**config.mk**
```make
export PLATFORM = sky130hd
export DESIGN_NAME = copy_ctrl
export DESIGN_NICKNAME = d
export VERILOG_FILES = /design/src/source/copy_pkg.sv /design/src/source/copy_ctrl.sv
export SDC_FILE = /design/constraint.sdc
export NUM_CORES = 1
export LEC_CHECK = 0
export BUFFER_PORTS_ARGS = -buffer_cell sky130_fd_sc_hd__buf_2
export CORE_AREA = 2 2 39 41
export DETAILED_ROUTE_END_ITERATION = 10
export DIE_AREA = 0 0 41 43
export SETUP_SLACK_MARGIN = 0.4
export SLEW_MARGIN = 5
export SYNTH_ARGS = -nofsm -noshare
export SYNTH_HDL_FRONTEND = slang
export SYNTH_SLANG_ARGS = --single-unit
```
**constraint.sdc**
```tcl
create_clock -name clk_i -period 1.45 [get_ports clk_i]
set_input_delay 0.2175 -clock clk_i [delete_from_list [all_inputs] [get_ports clk_i]]
set_output_delay 0.2175 -clock clk_i [all_outputs]
set_load 0.02 [all_outputs]
```
**src/source/copy_pkg.sv**
```systemverilog
`default_nettype none

package copy_pkg;

   // ********************
   // Widths
   // ********************

   localparam int ADDR_W     = 10; // Byte address space.
   localparam int DATA_W     = 32;
   localparam int OFFSET_W   = 2;  // Byte lanes within one word.
   localparam int COUNT_W    = 8;
   localparam int DELAY_W    = 8;
   localparam int WORD_IDX_W = 8;  // 256 rows.

   // ********************
   // Vector types
   // ********************

   typedef logic [ADDR_W-1:0] byte_addr_t;
   typedef logic [DATA_W-1:0] word_t;
   typedef logic [WORD_IDX_W-1:0] word_idx_t;

   // Step in words, scaled to bytes by the generator.
   typedef logic signed [ADDR_W-1:0] word_incr_t;

   typedef logic [COUNT_W-1:0] count_t; // Never zero.
   typedef logic [DELAY_W-1:0] delay_t;

   // Copy job, held stable while busy.
   typedef struct packed {
      byte_addr_t src_start;
      byte_addr_t dst_start;
      word_incr_t incr;   // Same step for both regions.
      count_t     count;
      delay_t     delay;  // Idle cycles before the first read.
   } copy_cfg_t;

   typedef enum logic [1:0] {
      IDLE,
      LAUNCH,
      COPY,
      FINISH
   } ctrl_state_t;

endpackage

`default_nettype wire

```
**src/source/copy_ctrl.sv**
```systemverilog
`default_nettype none

module copy_ctrl (
   input  logic clk_i,
   input  logic rst_i,

   input  logic start_i,      // Strobe.
   input  logic pause_i,      // Level, stalls the read side.
   input  logic host_we_i,

   // Generator status.
   input  logic rd_valid_i,
   input  logic wr_valid_i,
   input  logic wr_done_i,

   // Generator control.
   output logic run_o,
   output logic rd_ready_o,
   output logic wr_ready_o,

   // RAM side.
   output logic data_valid_o, // RAM read data belongs to a read fire.
   output logic ram_we_o,
   output logic host_sel_o,   // Host owns the RAM ports.

   output logic busy_o,
   output logic done_o
);
   import copy_pkg::*;

   ctrl_state_t state_q;
   ctrl_state_t state_d;
   logic        data_valid_q;
   logic        rd_fire;

   // ********************
   // State machine
   // ********************

   always_comb begin
      state_d = state_q;
      case (state_q)
         IDLE: begin
            if (start_i) begin
               state_d = LAUNCH;
            end
         end
         LAUNCH: begin
            state_d = COPY; // Run pulse goes out here.
         end
         COPY: begin
            // Last write has landed.
            if (wr_done_i) begin
               state_d = FINISH;
            end
         end
         FINISH: begin
            state_d = IDLE;
         end
         default: begin
            state_d = IDLE;
         end
      endcase
   end

   always_ff @(posedge clk_i or posedge rst_i) begin
      if (rst_i) begin
         state_q <= IDLE;
      end else begin
         state_q <= state_d;
      end
   end

   // ********************
   // Read side
   // ********************

   assign run_o      = (state_q == LAUNCH);
   assign rd_ready_o = (state_q == COPY) & ~pause_i;
   assign rd_fire    = rd_valid_i & rd_ready_o;

   // RAM data shows up one cycle after the read fire.
   always_ff @(posedge clk_i or posedge rst_i) begin
      if (rst_i) begin
         data_valid_q <= 1'b0;
      end else begin
         data_valid_q <= rd_fire;
      end
   end

   assign data_valid_o = data_valid_q;

   // ********************
   // Write side
   // ********************

   // Write address advances only with a word in hand.
   assign wr_ready_o = data_valid_q;

   assign host_sel_o = (state_q == IDLE);

   // Host writes during a copy are dropped.
   assign ram_we_o = host_sel_o ? host_we_i : (wr_valid_i & data_valid_q);

   // ********************
   // Status
   // ********************

   assign busy_o = (state_q == LAUNCH) | (state_q == COPY);
   assign done_o = (state_q == FINISH); // One cycle.

endmodule

`default_nettype wire

```
==> results of run 1 <==
kinds of logic (layout without fill, tap and decap cells):
logic type,count (synthesis),count (layout)
fa+ha+maj,5,5
simple gates,5,5
buf+inv,5,31
compound gates,3,3
flops,3,3
mux,1,1
sequential cells by signal (all words and copies together) (netlist names):
name          count
data_valid_o      1
state_q           2
report_power, final:
group / internal, uW / total [uW] / switching [uW]
sequential: 123 / 174 / 50.5
combinational: 548 / 959 / 411
clock: 103 / 147 / 44.3
final cells by class:
class | count | area [um^2] | share of cell area
clock buffers | 4 | 26.3 | 0.0495
inverters | 4 | 20.0 | 0.0377
multi-input cells | 14 | 215 | 0.406
flip-flops and latches | 3 | 76.3 | 0.144
well taps | 16 | 20.0 | 0.0377
repair buffers | 23 | 173 | 0.325
what timing repair did:
item | 4_1_cts | 5_1_grt
hold buffers | 1 | 0
gates cloned | 0 | 0
setup buffers | 2 | 5
pin swaps | 4 | 1
hold endpoints to repair | 3 | 0
setup endpoints to repair | 9 | 9
resized for setup | 16 | 7
worst register-to-register path: cells and delay by family, from the launching register on:
kind                     cells  cell delay, ns
multiplexers                 1            0.31
AO/OA/AOI/OAI                1            0.14
AND/OR/NAND/NOR              1            0.13
buffers and inverters        1            0.07
flip-flops                   1            0.42
adder cells (fa/ha/maj)      1            0.17
through the flow:
stage | TNS [ns] | setup WS (ns) | utilization | cell area [um^2]
global placement | 0 | 0.120 | 0.243 | 337
finish | 0 | 0.0606 | 0.383 | 531
global route | -0.0201 | -0.0201 | 0.383 | 531
floorplan | 0 | 0.140 | - | 249
CTS | 0 | 0.0468 | 0.337 | 467
detailed placement | 0 | 0.106 | 0.243 | 337
worst max path at each step:
stage                             to  cells after the start
final                       ram_we_o                      5
after floorplan           state_q[1]                      5
after global placement    state_q[1]                      5
after CTS                   ram_we_o                      5
after detailed placement  state_q[1]                      5
after global routing        ram_we_o                      5
synth_stat cells:
library cell  n  area (um^2)
dfrtp_1       3         75.1
nor2b_4       1         13.8
o21ai_0       1         5.00
and2_1        1         6.26
a21oi_2       1         8.76
o32a_2        1         11.3
nor2b_1       1         6.26
buf_4         1         7.51
inv_1         4         15.0
nand2_1       2         7.51
ha_1          5         62.6
mux2_4        1         15.0
routing by layer:
layer / vias up / GRT usage / wire length, um
met4: 0 / 0.100 / 0
li1: 123 / - / -
met3: 0 / 0.0314 / 53
met2: 14 / 0.138 / 338
met1: 109 / 0.0806 / 237
met5: - / 0 / 0
==> results.ini, run 1 <==
[outcome]
status=finished clean

[synthesis]
syn_inst=22
netlist_area_um2=234
yosysSeqAreaShare=0.321
synth_xor_area_frac=0
synth_cell_types=12
synth_top_family_by_area=adder cells
synthMuxAreaShare=0.0642
ys_seq_elements=3
syn-num-nets=35
synth_compound_area_frac=0.107
yosys.area_share.simple=0.144
avgSynthCellArea_um2=10.6
synth_fa_ha_area_frac=0.267
synth_warnings=0

[global_route]
grt_pass1_vias=232
grt_use_total=0.0905
grt-ovfl-total=0
antenna_found_initial=0
grt_pass1_wl_um=952
grt_start_max_net_pins=5

[worst_setup_path]
worstPathRequired_ns=1.23
worstReg2RegEnd=state_q[1]
r2r-start=state_q[1]
path_class=register to primary output
worstSetupStartpoint=state_q[1]
rrSetupSlack_ns=0.09
cp-end-kind=primary output
worst-path-max-fanout=4
slowest_delay_ns=0.45
critical_path_arrival_ns=1.17
crit_chain=inv_4 -> ha_4 -> nand2_2 -> o21ai_1 -> buf_4
slowest_stage=dfrtp_2
cp_num_buf_inv=2
rr_worst_depth=5
startpoint_type=register
cp_top_family=flip-flops

[clocking]
clock_sinks=3
ctsLongestPathBuffers=2
cts_tree=done
numCtsBuffers=3
path_clk_slew_ns=0.04
clk_latency_ns=0.23
root_buffer=clkbuf_4
cts_htree_levels=1

[worst_hold_path]
hold_path.class=input port to register
min_to=data_valid_o
holdPathStages=2
min-delay-start=rd_valid_i

[routing]
dr.pass1.iters=1
wl_per_cell_um=9.81
drc=0
vias=246
drtIter0Drc=0
routed_via_density=3.84
ant_nets=0
wirelength_um=628

[final_layout]
final_cell_mix=10 x buf_2, 6 x buf_6, 6 x buf_4
diodes=0
layout.cells.most_common=buf_2
nNetsFinal=62
drive_gt1_frac=0.792
fillCellCount=143
layout.cells.non_filler=64
areaGrowthSynthToFinish_pct=127

[timing]
post-route-period-util=0.958
holdWs_ns=0.201
finalMaxSlewViolations=0
setup_viol_count_final=0
relSlewSlack=0.903
rsz0062_at_grt=true
finalCriticalPeriod_ns=1.39
fmax_ghz=0.720
worst_slew_pin_slew_ns=0.146
fin_skew_ns=0.00324
hold_violations=0

[floorplan]
core_area_mm2=0.00138
die-height_um=43
die_area_mm2=0.00176
start_util=0.169
io_pins=16
die_x_um=41
row_count=14

[placed_design]
portBuffers=15
placedCellCount=52
routabilityCongestion=0.663
dp_hpwl_um=383

[power_and_ir_drop]
power_density_mw_per_mm2=2410
worst_ir_drop_vdd_mv=1.15
total_power_uw=1280
p_leak_uw=0.000261

[flow_run]
maxCapViolCount=0

(Power assumes the default switching activity.)
==> run 2: changes to the inputs <==
--- a/config.mk
+++ b/config.mk
@@ -14,3 +14,4 @@
 export SYNTH_ARGS = -nofsm -noshare
 export SYNTH_HDL_FRONTEND = slang
 export SYNTH_SLANG_ARGS = --single-unit
+export TNS_END_PERCENT = 50
==> constraint.sdc (replaced) <==
create_clock -name clk_i -period 1.45 [get_ports clk_i]
set_input_delay 0.2175 -clock clk_i [delete_from_list [all_inputs] [get_ports clk_i]]
set_output_delay 0.2175 -clock clk_i [all_outputs]
set_load 0.005 [all_outputs]
==> run 2 against run 1 <==
Net effect:
- utilization decreased by 5.7 points
- clock-buffer cell count did not move
- fmax up 3.7%
- non-clock buffer count decreased by 2
- clock power barely moved
- largest cell class unchanged
==> results.ini, run 2 (synthesis gave the netlist of run 1 again) <==
[clocking]
cts_tree=done
cts_htree_levels=1  ; unchanged
numCtsBuffers=3  ; unchanged
path_clk_slew_ns=0.04  ; about the same
root_buffer=clkbuf_4
ctsLongestPathBuffers=2  ; unchanged
clock_sinks=3  ; unchanged
clk_latency_ns=0.23  ; about the same

[routing]
wl_per_cell_um=8.31  ; -15%
routed_via_density=3.66  ; -4.7%
dr.pass1.iters=2  ; +1
drc=0  ; unchanged
ant_nets=0  ; unchanged
wirelength_um=515  ; -18%
vias=227  ; -7.7%
drtIter0Drc=1  ; +1

[placed_design]
routabilityCongestion=0.629  ; -5.1%
portBuffers=15  ; unchanged

[floorplan]
core_area_mm2=0.00138  ; unchanged
start_util=0.169  ; unchanged
die_area_mm2=0.00176  ; unchanged
io_pins=16  ; unchanged
row_count=14  ; unchanged
die_x_um=41  ; unchanged
die-height_um=43  ; unchanged

[final_layout]
nNetsFinal=60  ; -3.2%
areaGrowthSynthToFinish_pct=93.0
largest_reg_flops=2  ; unchanged
final_cell_mix=15 x buf_2, 5 x buf_4, 3 x ha_4, 3 x clkbuf_4
drive_gt1_frac=0.783  ; -0.00906
seqCellArea_um2=76.3  ; unchanged
diodes=0  ; unchanged
layout.cells.most_common=buf_2
multi_input_area_um2=186  ; -13%
fillCellCount=145  ; +1.4%
largest-register=state_q

[timing]
finalMaxSlewViolations=0  ; unchanged
finalCriticalPeriod_ns=1.34  ; -0.0497 ns
worst_slew_pin_slew_ns=0.139  ; -0.00723 ns
finalSetupTns_ns=0  ; unchanged
post-route-period-util=0.924  ; -0.0343
fin_skew_ns=0.000527  ; -0.00271 ns
hold_violations=0  ; unchanged
rsz0062_at_grt=true
fmax_ghz=0.746  ; +3.7%
relSlewSlack=0.907  ; +0.00482
setup_viol_count_final=0  ; unchanged

[global_route]
grt-ovfl-total=0  ; unchanged
grt_start_max_net_pins=5  ; unchanged
antenna_found_initial=0  ; unchanged
grt_use_total=0.0783  ; -0.0121
grt_pass1_wl_um=876  ; -8.0%
grt_pass1_vias=218  ; -6.0%

[worst_setup_path]
worst-path-max-fanout=4  ; unchanged
worstPathRequired_ns=1.23  ; about the same
slowest_delay_ns=0.44  ; about the same
cp-end-kind=primary output
crit_chain=inv_4 -> ha_4 -> nand2_2 -> o21ai_1 -> buf_2
slowest_stage=dfrtp_2
cp_top_family=flip-flops
cp_num_buf_inv=2  ; unchanged
startpoint_type=register
critical_path_arrival_ns=1.12  ; -0.05 ns
path_class=register to primary output

[power_and_ir_drop]
worst_ir_drop_vdd_mv=0.532  ; -54%
power_density_mw_per_mm2=2030  ; -16%
p_leak_uw=0.000234  ; -10%
total_power_uw=915  ; -28%

[outcome]
status=finished clean

[worst_hold_path]
hold_path.class=input port to register

[flow_run]
maxCapViolCount=0  ; unchanged

## run 2: changes by cell type in the layout (fill, tap and decap cells not counted), sizes merged
| cell | change |
|---|---|
| buf | -2 |
## run 2: per-layer routing
layer | track usage | up-vias | wire, um
li1 | - | 116 | -
met5 | 0 | - | 0
met2 | 0.125 | 12 | 259
met4 | 0.0600 | 0 | 17
met1 | 0.0740 | 97 | 195
met3 | 0.0314 | 2 | 43
## run 2: area by class of cell
type / instances / area share
well taps: 16 / 0.0443
repair buffers: 21 / 0.271
inverters: 4 / 0.0443
flip-flops and latches: 3 / 0.169
multi-input cells: 14 / 0.413
clock buffers: 4 / 0.0582
## run 2: path summary, 6_finish.rpt
path	from	endpoint	slack, ns	cells past startpoint
setup / recovery	state_q[1]	ram_we_o	0.11	5
hold / removal	rd_valid_i	data_valid_o	0.19	2
setup reg to reg	state_q[1]	state_q[1]	0.11	5
hold reg to reg	state_q[0]	state_q[0]	0.67	2
max in group asynchronous	rst_i	state_q[1]	0.92	3
min in group asynchronous	rst_i	data_valid_o	0.39	3
## run 2: metrics by stage
step / instances / util / hold WS [ns] / cell area (um^2) / setup WS (ns)
3_5_place_dp: 53 / 0.247 / 0.0813 / 342 / 0.0805
6_report: 62 / 0.326 / 0.192 / 452 / 0.110
2_1_floorplan: 22 / - / -0.0289 / 246 / 0.171
3_3_place_gp: 53 / 0.247 / 0.0799 / 342 / 0.0976
4_1_cts: 62 / 0.321 / 0.190 / 444 / 0.0942
5_1_grt: 62 / 0.326 / 0.211 / 452 / 0.0108
## run 2: what timing repair did
action	in CTS	in global routing
setup buffers	4	0
gates resized for setup	7	3
endpoints found under the setup margin	9	9
hold buffers	1	0
hold endpoints to repair	3	0
pin swaps	2	2
## run 2: report_power, final
group	switching [uW]	leakage [uW]	internal, uW
registers	44.5	0.0000362	123
clock network	42.0	0.0000150	103
logic	237	0.000183	365
total	324	0.000234	591
## run 2: worst register-to-register path, delay by kind of cell, from the launching register on
family                     cells  cell delay (ns)
AOI/OAI and AO/OA              1             0.13
adders and majority gates      1             0.17
buffers and inverters          1             0.07
DFF                            1             0.41
muxes                          1             0.31
and+or+nand+nor                1             0.13
