`src/source/copy_pkg.sv`:
```
`default_nettype none

package copy_pkg;

   // ********************
   // Widths
   // ********************

   localparam int ADDR_W     = 10; // Byte address space.
   localparam int DATA_W     = 32;
   localparam int OFFSET_W   = 2;  // Byte lanes within one word.
   localparam int COUNT_W    = 8;
   localparam int DELAY_W    = 8;
   localparam int WORD_IDX_W = 8;  // 256 rows.

   // ********************
   // Vector types
   // ********************

   typedef logic [ADDR_W-1:0] byte_addr_t;
   typedef logic [DATA_W-1:0] word_t;
   typedef logic [WORD_IDX_W-1:0] word_idx_t;

   // Step in words, scaled to bytes by the generator.
   typedef logic signed [ADDR_W-1:0] word_incr_t;

   typedef logic [COUNT_W-1:0] count_t; // Never zero.
   typedef logic [DELAY_W-1:0] delay_t;

   // Copy job, held stable while busy.
   typedef struct packed {
      byte_addr_t src_start;
      byte_addr_t dst_start;
      word_incr_t incr;   // Same step for both regions.
      count_t     count;
      delay_t     delay;  // Idle cycles before the first read.
   } copy_cfg_t;

   typedef enum logic [1:0] {
      IDLE,
      LAUNCH,
      COPY,
      FINISH
   } ctrl_state_t;

endpackage

`default_nettype wire

```
`src/source/addr_gen.sv`:
```
`default_nettype none

module addr_gen (
   input  logic                 clk_i,
   input  logic                 rst_i,

   input  logic                 run_i,    // One-cycle launch.

   // Job settings.
   input  copy_pkg::byte_addr_t start_i,
   input  copy_pkg::word_incr_t incr_i,
   input  copy_pkg::count_t     count_i,
   input  copy_pkg::delay_t     delay_i,

   // Address stream.
   input  logic                 ready_i,
   output logic                 valid_o,
   output copy_pkg::byte_addr_t addr_o,

   output logic                 done_o    // Held until the next run.
);
   import copy_pkg::*;

   delay_t wait_q;
   count_t idx_q;
   logic   fire;
   logic   last;

   assign fire = valid_o & ready_i;

   // Index of the word currently offered.
   assign last = (idx_q == count_t'(count_i - 1'b1));

   // ********************
   // Sequencing
   // ********************

   always_ff @(posedge clk_i or posedge rst_i) begin
      if (rst_i) begin
         wait_q  <= '0;
         idx_q   <= '0;
         valid_o <= 1'b0;
         done_o  <= 1'b0;
      end else if (run_i) begin
         wait_q  <= delay_i;
         idx_q   <= '0;
         valid_o <= (delay_i == '0); // No delay, offer at once.
         done_o  <= 1'b0;
      end else if (wait_q != '0) begin
         wait_q <= wait_q - 1'b1;
         // Valid rises as the countdown expires.
         valid_o <= (wait_q == delay_t'(1));
      end else if (fire) begin
         if (last) begin
            valid_o <= 1'b0;
            done_o  <= 1'b1;
         end else begin
            idx_q <= idx_q + 1'b1;
         end
      end
   end

   // ********************
   // Address
   // ********************

   // Word step becomes a byte step.
   always_ff @(posedge clk_i) begin
      if (run_i) begin
         addr_o <= start_i;
      end else if (fire && !last) begin
         addr_o <= addr_o + byte_addr_t'(incr_i <<< OFFSET_W);
      end
   end

endmodule

`default_nettype wire

```
`config.mk`:
```
export PLATFORM = sky130hd
export DESIGN_NAME = addr_gen
export DESIGN_NICKNAME = d
export VERILOG_FILES = /design/src/source/copy_pkg.sv /design/src/source/addr_gen.sv
export SDC_FILE = /design/constraint.sdc
export NUM_CORES = 1
export LEC_CHECK = 0
export BUFFER_PORTS_ARGS = -buffer_cell sky130_fd_sc_hd__buf_2
export CAP_MARGIN = 0
export CORE_ASPECT_RATIO = 1.5
export CORE_MARGIN = 8
export CORE_UTILIZATION = 50
export DETAILED_ROUTE_END_ITERATION = 16
export GPL_ROUTABILITY_DRIVEN = 0
export PLACE_DENSITY = 0.74
export RECOVER_POWER = 25
export SETUP_SLACK_MARGIN = 0.15
export SKIP_LAST_GASP = 1
export SLEW_MARGIN = 5
export SYNTH_ARGS = -nofsm -noshare
export SYNTH_HDL_FRONTEND = slang
export SYNTH_SLANG_ARGS = --single-unit
```
`constraint.sdc`:
```
create_clock -name clk_i -period 2.5 [get_ports clk_i]
set_input_delay 0.5 -clock clk_i [delete_from_list [all_inputs] [get_ports clk_i]]
set_output_delay 0.5 -clock clk_i [all_outputs]
set_load 0.05 [all_outputs]
```
==> results of run 1 <==
worst max-delay path by stage:
stage           endpoint  depth (start not counted)
2_1_floorplan  addr_o[2]                          8
3_3_place_gp   addr_o[8]                         10
3_5_place_dp   addr_o[8]                         10
4_1_cts        addr_o[2]                         10
5_1_grt        addr_o[2]                         10
6_report       addr_o[6]                         10
cells by family (layout without fill, tap and decap cells):
kind of cell             after synthesis  count (layout)  share of synthesized area (%)
adder cells (fa/ha/maj)               13              13                           8.38
XOR/XNOR                              20              20                           8.63
AO/OA/AOI/OAI                         42              42                           14.5
flip-flops                            28              28                           37.0
AND/OR/NAND/NOR                       82              82                           20.9
multiplexers                          11              11                           6.22
buffers and inverters                 23              77                           4.37
state kept, by name, indices dropped and copies added (netlist names):
signal / count
addr_o: 10
done_o: 1
valid_o: 1
idx_q: 8
wait_q: 8
power by group:
group | switching [uW] | internal [uW] | total [uW]
sequential | 30.2 | 521 | 551
clock | 142 | 111 | 252
combinational | 225 | 154 | 379
total | 397 | 786 | 1180
per-layer routing:
layer	vias to the layer above	global-route usage [%]	share of wire, %
met5	-	0	0
met4	0	4.63	1.4
met3	5	2.63	5.7
met2	40	26.3	52
met1	795	15.9	41
li1	888	-	-
through the flow:
step	total power [uW]	cells	util, %	instance area (sq um)
6_report	1180	318	63.0	2470
5_1_grt	1260	318	63.0	2470
4_1_cts	1200	317	62.8	2460
3_5_place_dp	943	313	61.6	2420
3_3_place_gp	934	313	61.6	2420
2_1_floorplan	835	219	-	2080
layout by cell type, fill, tap and decap left out, types with 10 or more instances in the layout:
master     n
nor2_1    16
a21oi_1   11
xnor2_1   11
edfxtp_1  10
nand2_1   22
ha_1      11
dfrtp_1   18
inv_1     11
buf_2     50
critical path: stages:
cell,delay [ns]
buf_2,0.15
inv_12,0.06
ha_4,0.12
and2b_1,0.18
or3_1,0.35
o21a_2,0.14
a2111oi_4,0.32
buf_6,0.17
nand2_1,0.06
a31o_4,0.27
area by class of cell:
cell class / count / share of cell area (%)
clock buffer: 3 / 1.67
clock inverter: 1 / 0.152
inverter: 13 / 2.68
multi-input combinational: 168 / 49.5
sequential: 28 / 30.4
tap: 45 / 2.28
timing repair buffer: 60 / 13.3
==> impl_results.md, run 1 <==
- Io pins: 52
- Ys Warns: 0
- Status: finished clean
- R2r endpoint: addr_o[9]
- FF-to-FF setup slack: 0.27 ns
- Worst r2r src: addr_o[3]
- Worst path required time: approximately 2.5 ns
- Initial antenna violation count: 0
- Final Skew: 0.00366 ns
- Iteration-0 DRC Markers: 39
- Die width: 68.0 microns
- Sink Count: 28
- Row count: 28
- Multi-input gate area: 0.00122 sq mm
- Pwr dens: 479 mW/mm^2
- Hold crit path type: primary input to async pin
- First-pass DRT Iterations: 4
- Most frequent cells after synthesis: 22 x nand2_1, 18 x dfrtp_1, 16 x nor2_1
- Setup WS pre-CTS: -0.136 ns
- Most common cell in the synthesized netlist: nand2_1
- Diodes inserted: 0
- P&R area growth vs syn: 21.7%
- Ys flop type: dfrtp_1
- CTS buffer count: 3
- Total Nets Final: 327
- Post-Syn Nets: 272
- Ys async rst share: between 60% and 70%
- Largest net degree at the start of global routing: 47
- Synthesized area: 0.00203 sq mm
- Max_slew headroom: between 50% and 60%
- Final worst-path cycle share: between 90% and 100%
- FF+latch count, synth: 28
- Final wirelength: 4380 microns
- Leak: between 0.001 and 0.0015 uW
- Final Critical Period: 2.28 ns
- Crit path max fanout: 8
- Root Buffer: clkbuf_8
- Crit path kind: primary input to flop
- Final TNS setup: 0 ns
- Crit path launch type: primary input
- Worst skew pair latency: 0.28 ns
- First-pass GRT wire length: about 7500 microns
- H-tree depth: 1
- Buffers on Ports: 49
- Main area contributors after synthesis: dfrtp_1 22%, edfxtp_1 15%, ha_1 7.4%
- Worst slew pin tran: 0.745 ns
- DP HPWL: 3460 microns
- Max-slew violation count: 0
- CTS resizes: 0
- Initial Util: 51.8%
- Share of cells above drive strength 1: 28.6%
- CTS clk-pin slew, worst paths: 0.09 ns
- Core area: 0.00392 sq mm
- Total global routing overflow: 0
- Fmax achieved: 439 MHz
- Vias per inst: 5.43
- Yosys cell types: 48
- Max-capacitance violation count: 0
- # hold bufs at CTS: 0
- Worst EP arrival: 2.31 ns
- Setup bufs post-CTS: 0
- Register area share after synthesis: 37.0%
- Worst Hold Margin: approximately 0.31 ns
- Cell accounting for the most synthesized area: dfrtp_1
- Hold Fails Final Rpt: 0
- Setup Viol. Count Final: 0
- Peak supply drop: 457 uV
- Cells after synthesis: 219
- Routed Antenna Nets: 0
- Register area: 751 sq um
- CTS tree: built
- All-layer global routing usage: 14.4%
- Clock Path Buffers: 2
- Vias in the first global route: 1803
- Residual DRC: 0
- Fillcell total: 352
- Launch point of the worst path: count_i[1]
- PnR worst setup slack: 0.223 ns
- Syn avg cell area: 9.27 sq um
- Top cell type's share of synthesized area: around 22%
- Post-synth EDFFs: 10
- DR vias: 1728
- RSZ-0062 raised after global routing: false
- Crit. End Element: flop
- Die area: about 0.0064 sq mm
- Register-to-Register Path Depth: 7
- WL/cell: ~14 microns
- Die Y: 94.1 microns
No activity file was read; power rests on OpenSTA's default activity.
==> run 2, diff against run 1 <==
--- a/config.mk
+++ b/config.mk
@@ -5,10 +5,10 @@
 export SDC_FILE = /design/constraint.sdc
 export NUM_CORES = 1
 export LEC_CHECK = 0
+export ABC_AREA = 1
 export BUFFER_PORTS_ARGS = -buffer_cell sky130_fd_sc_hd__buf_2
 export CAP_MARGIN = 0
 export CORE_ASPECT_RATIO = 1.5
-export CORE_MARGIN = 8
 export CORE_UTILIZATION = 50
 export DETAILED_ROUTE_END_ITERATION = 16
 export GPL_ROUTABILITY_DRIVEN = 0
==> run 2 against run 1 <==
Register-to-register slack better by 0.40 ns. Sequential cell count stayed put. Global-route usage is 8.3 points higher. Via count is 12% higher. Core utilization is 1.3 points lower. Die area is 31% lower. Critical endpoint is now addr_o[7]. Largest power group unchanged. Non-clock buffer count is 9 lower.
==> impl_results.md, run 2 <==
- Status: finished clean
- Post-route cell area: 0.00244 sq mm (-1.2%)
- Register-to-Register Path Depth: 9 (+2)
- First-pass DRT Iterations: 4 (unchanged)
- Register area share after synthesis: 36.2% (-0.76 points)
- Xor/xnor share of the synthesized area: 7.18% (-1.4 points)
- Top cell type's share of synthesized area: 21.7% (-0.46 points)
- Vias in the first global route: 1895 (+5.1%)
- Post-synth EDFFs: 10 (unchanged)
- Row count: 28 (unchanged)
- Die width: 54.6 microns (-20%)
- Fmax achieved: 548 MHz (+25%)
- Final TNS setup: 0 ns (unchanged)
- Worst slew pin tran: 0.693 ns (-0.0521 ns)
- Die Y: 80.9 microns (-14%)
- FF-to-FF setup slack: 0.67 ns (+0.40 ns)
- All-layer global routing usage: 22.7% (+8.3 points)
- FF+latch count, synth: 28 (unchanged)
- Largest register FFs: 10 (unchanged)
- Adder-Cell Fraction of Synth Area: 8.21% (-0.17 points)
- Setup Viol. Count Final: 0 (unchanged)
- Main area contributors after synthesis: dfrtp_1 22%, nand2_1 15%, edfxtp_1 14%
- Vias per inst: 5.19 (-4.5%)
- Yosys cell types: 31 (-35%)
- Synth Area in Compound Gates: 8.33% (-6.2 points)
- Share of cells above drive strength 1: 21.0% (-7.6 points)
- Worst r2r src: addr_o[4]
- Max-capacitance violation count: 0 (unchanged)
- Crit. End Element: flop
- Crit-path slowest cell: edfxtp_1
- Mux contribution to synthesized area: 0% (-6.2 points)
- DR vias: 1940 (+12%)
- Largest family of logic cells by synthesized area: simple AND/OR/NAND/NOR gates
- Ys async rst share: 64.3% (unchanged)
- Diodes inserted: 0 (unchanged)
- Critical path's most frequent cell: nand2_1
- Setup bufs post-CTS: 0 (unchanged)
- Worst path required time: 2.54 ns (about the same)
- Post-synthesis simple-gate area fraction: 32.6% (+12 points)
- Max-slew violation count: 0 (unchanged)
- First-pass GRT wire length: 7450 microns (-0.27%)
- # hold bufs at CTS: 0 (unchanged)
- Residual DRC: 0 (unchanged)
- Initial antenna violation count: 0 (unchanged)
- RSZ-0062 raised after global routing: false
- Worst skew pair latency: 0.27 ns (about the same)
- Peak supply drop: 433 uV (-5.2%)
- H-tree depth: 1 (unchanged)
- Largest stage delay on the critical path: 0.42 ns (+0.07 ns)
- Clock Path Buffers: 2 (unchanged)
- Worst EP arrival: 1.86 ns (-0.45 ns)
- Total Nets Final: 383 (+17%)
- Core area: 0.00396 sq mm (+0.89%)
- Final Critical Period: 1.83 ns (-0.451 ns)
- Buffers on Ports: 49 (unchanged)
- DP HPWL: 3540 microns (+2.4%)
- Cells after synthesis: 279 (+27%)
- Final worst-path cycle share: 73.0% (-18 points)
- Root Buffer: clkbuf_8
- Hold Fails Final Rpt: 0 (unchanged)
- Largest net degree at the start of global routing: 20 (-57%)
- Fillcell total: 399 (+13%)
- Commonest non-fill, non-tap cell in the layout: nand2_1
- Sink Count: 28 (unchanged)
- Ys flop type: dfrtp_1
- Initial Util: 52.4% (+0.62 points)
- Commonest non-fill, non-tap cells in the layout: 83 x nand2_1, 49 x buf_2, 33 x inv_1
- CTS resizes: 0 (unchanged)
- Syn avg cell area: 7.43 sq um (-20%)
- WL/cell: 12.1 microns (-12%)
- Most common cell in the synthesized netlist: nand2_1
- Io pins: 52 (unchanged)
- DP Area: 0.00237 sq mm (-2.0%)
- Synthesized area: 0.00207 sq mm (+2.1%)
- Post-Syn Nets: 332 (+22%)
- Overall power: 1320 uW (+12%)
- CTS tree: built
- Most frequent cells after synthesis: 83 x nand2_1, 33 x inv_1, 22 x nor2_1
- Crit path kind: flop to flop
- CTS clk-pin slew, worst paths: 0.10 ns (about the same)
- CTS buffer count: 3 (unchanged)
- Cell accounting for the most synthesized area: dfrtp_1
- Final Skew: 0.00589 ns (+0.00223 ns)
- R2r endpoint: addr_o[7]
- Die area: 0.00441 sq mm (-31%)
- CP top delay family: flip-flops
- Biggest regs: addr_o: 10 flops, idx_q: 8 flops, wait_q: 8 flops
- Ys Warns: 0 (unchanged)
- Hold crit path type: primary input to async pin
- P&R area growth vs syn: 17.8%
- Final wirelength: 4520 microns (+3.2%)
- Worst Hold Margin: 0.315 ns (+0.00398 ns)
- Pwr dens: 542 mW/mm^2 (+13%)
- Crit-path cells: ha_1 > a21oi_1 > nand2_1 > nand2_1 > nand2_1 > a21oi_1 > nand2_1 > nand2_1 > o21ai_0
- Routed Antenna Nets: 0 (unchanged)
- Crit path max fanout: 5 (-3)
- Leak: 0.00126 uW (+8.3%)
- Total global routing overflow: 0 (unchanged)
- Max_slew headroom: 53.8% (+3.4 points)
- Crit path launch type: flop
- Iteration-0 DRC Markers: 52 (+33%)
- Biggest register: addr_o
- Buffers and inverters on the worst path: 0 (-3)
==> run 2: cell types whose count changed in the layout (fill, tap and decap cells not counted), sizes merged, moves of 3 or more <==
cell	before	now
o31ai	6	1
nor2	16	28
o21ai	9	12
nand2	22	85
buf	60	51
xor2	9	13
and3	5	0
nand3	3	21
nand2b	3	0
xnor2	11	4
nor2b	10	0
inv	13	36
mux2	10	0
==> run 2: how the worst max path moves through the flow <==
stage,slack [ns],depth (start not counted),startpoint,endpoint
2_1_floorplan,0.32,8,count_i[0],addr_o[2]
3_3_place_gp,0.38,10,count_i[0],addr_o[5]
3_5_place_dp,0.38,10,count_i[0],addr_o[5]
4_1_cts,0.69,11,addr_o[2],addr_o[8]
5_1_grt,0.51,10,count_i[0],addr_o[8]
6_report,0.67,9,addr_o[4],addr_o[7]
==> run 2: power breakdown <==
group | total (uW) | switching (uW) | internal [uW] | leakage, uW
logic | 397 | 257 | 140 | 0.000890
registers | 570 | 41.7 | 528 | 0.000331
clock network | 358 | 144 | 214 | 0.0000357
total | 1320 | 442 | 882 | 0.00126
==> run 2: cell type report <==
| type | count | area (sq um) | share of cell area [%] |
|---|---|---|---|
| sequential | 28 | 751 | 30.7 |
| clock buffer | 3 | 41.3 | 1.69 |
| timing repair buffer | 51 | 260 | 10.7 |
| tap | 45 | 56.3 | 2.31 |
| clock inverter | 1 | 30.0 | 1.23 |
| multi-input combinational | 210 | 1170 | 47.8 |
| inverter | 36 | 135 | 5.53 |
==> run 2: routing by layer <==
layer	share of wire, %	vias up	global-route usage, %
met3	3.6	4	2.25
met2	54	52	41.3
met4	0.91	0	7.18
met1	42	881	26.7
met5	0	-	0
li1	-	1003	-
==> run 2: worst reg2reg max path, delay by kind of cell, from the launching register on <==
family | cells | cell delay, ns
AOI/OAI and AO/OA | 3 | 0.42
and+or+nand+nor | 5 | 0.38
adders and majority gates | 1 | 0.36
DFF | 1 | 0.42
==> run 2: cells by family after synthesis <==
family	after synthesis
AND/OR/NAND/NOR	149
buffers and inverters	41
AO/OA/AOI/OAI	31
flip-flops	28
adder cells (fa/ha/maj)	13
XOR/XNOR	17
==> run 2: per-stage QoR <==
| step | std cells | worst slack (ns) | util, % |
|---|---|---|---|
| after global routing | 374 | 0.514 | 61.7 |
| after floorplan | 279 | 0.317 | - |
| after detailed placement | 370 | 0.382 | 59.9 |
| final | 374 | 0.674 | 61.7 |
| after global placement | 370 | 0.385 | 59.9 |
| after CTS | 374 | 0.685 | 61.7 |
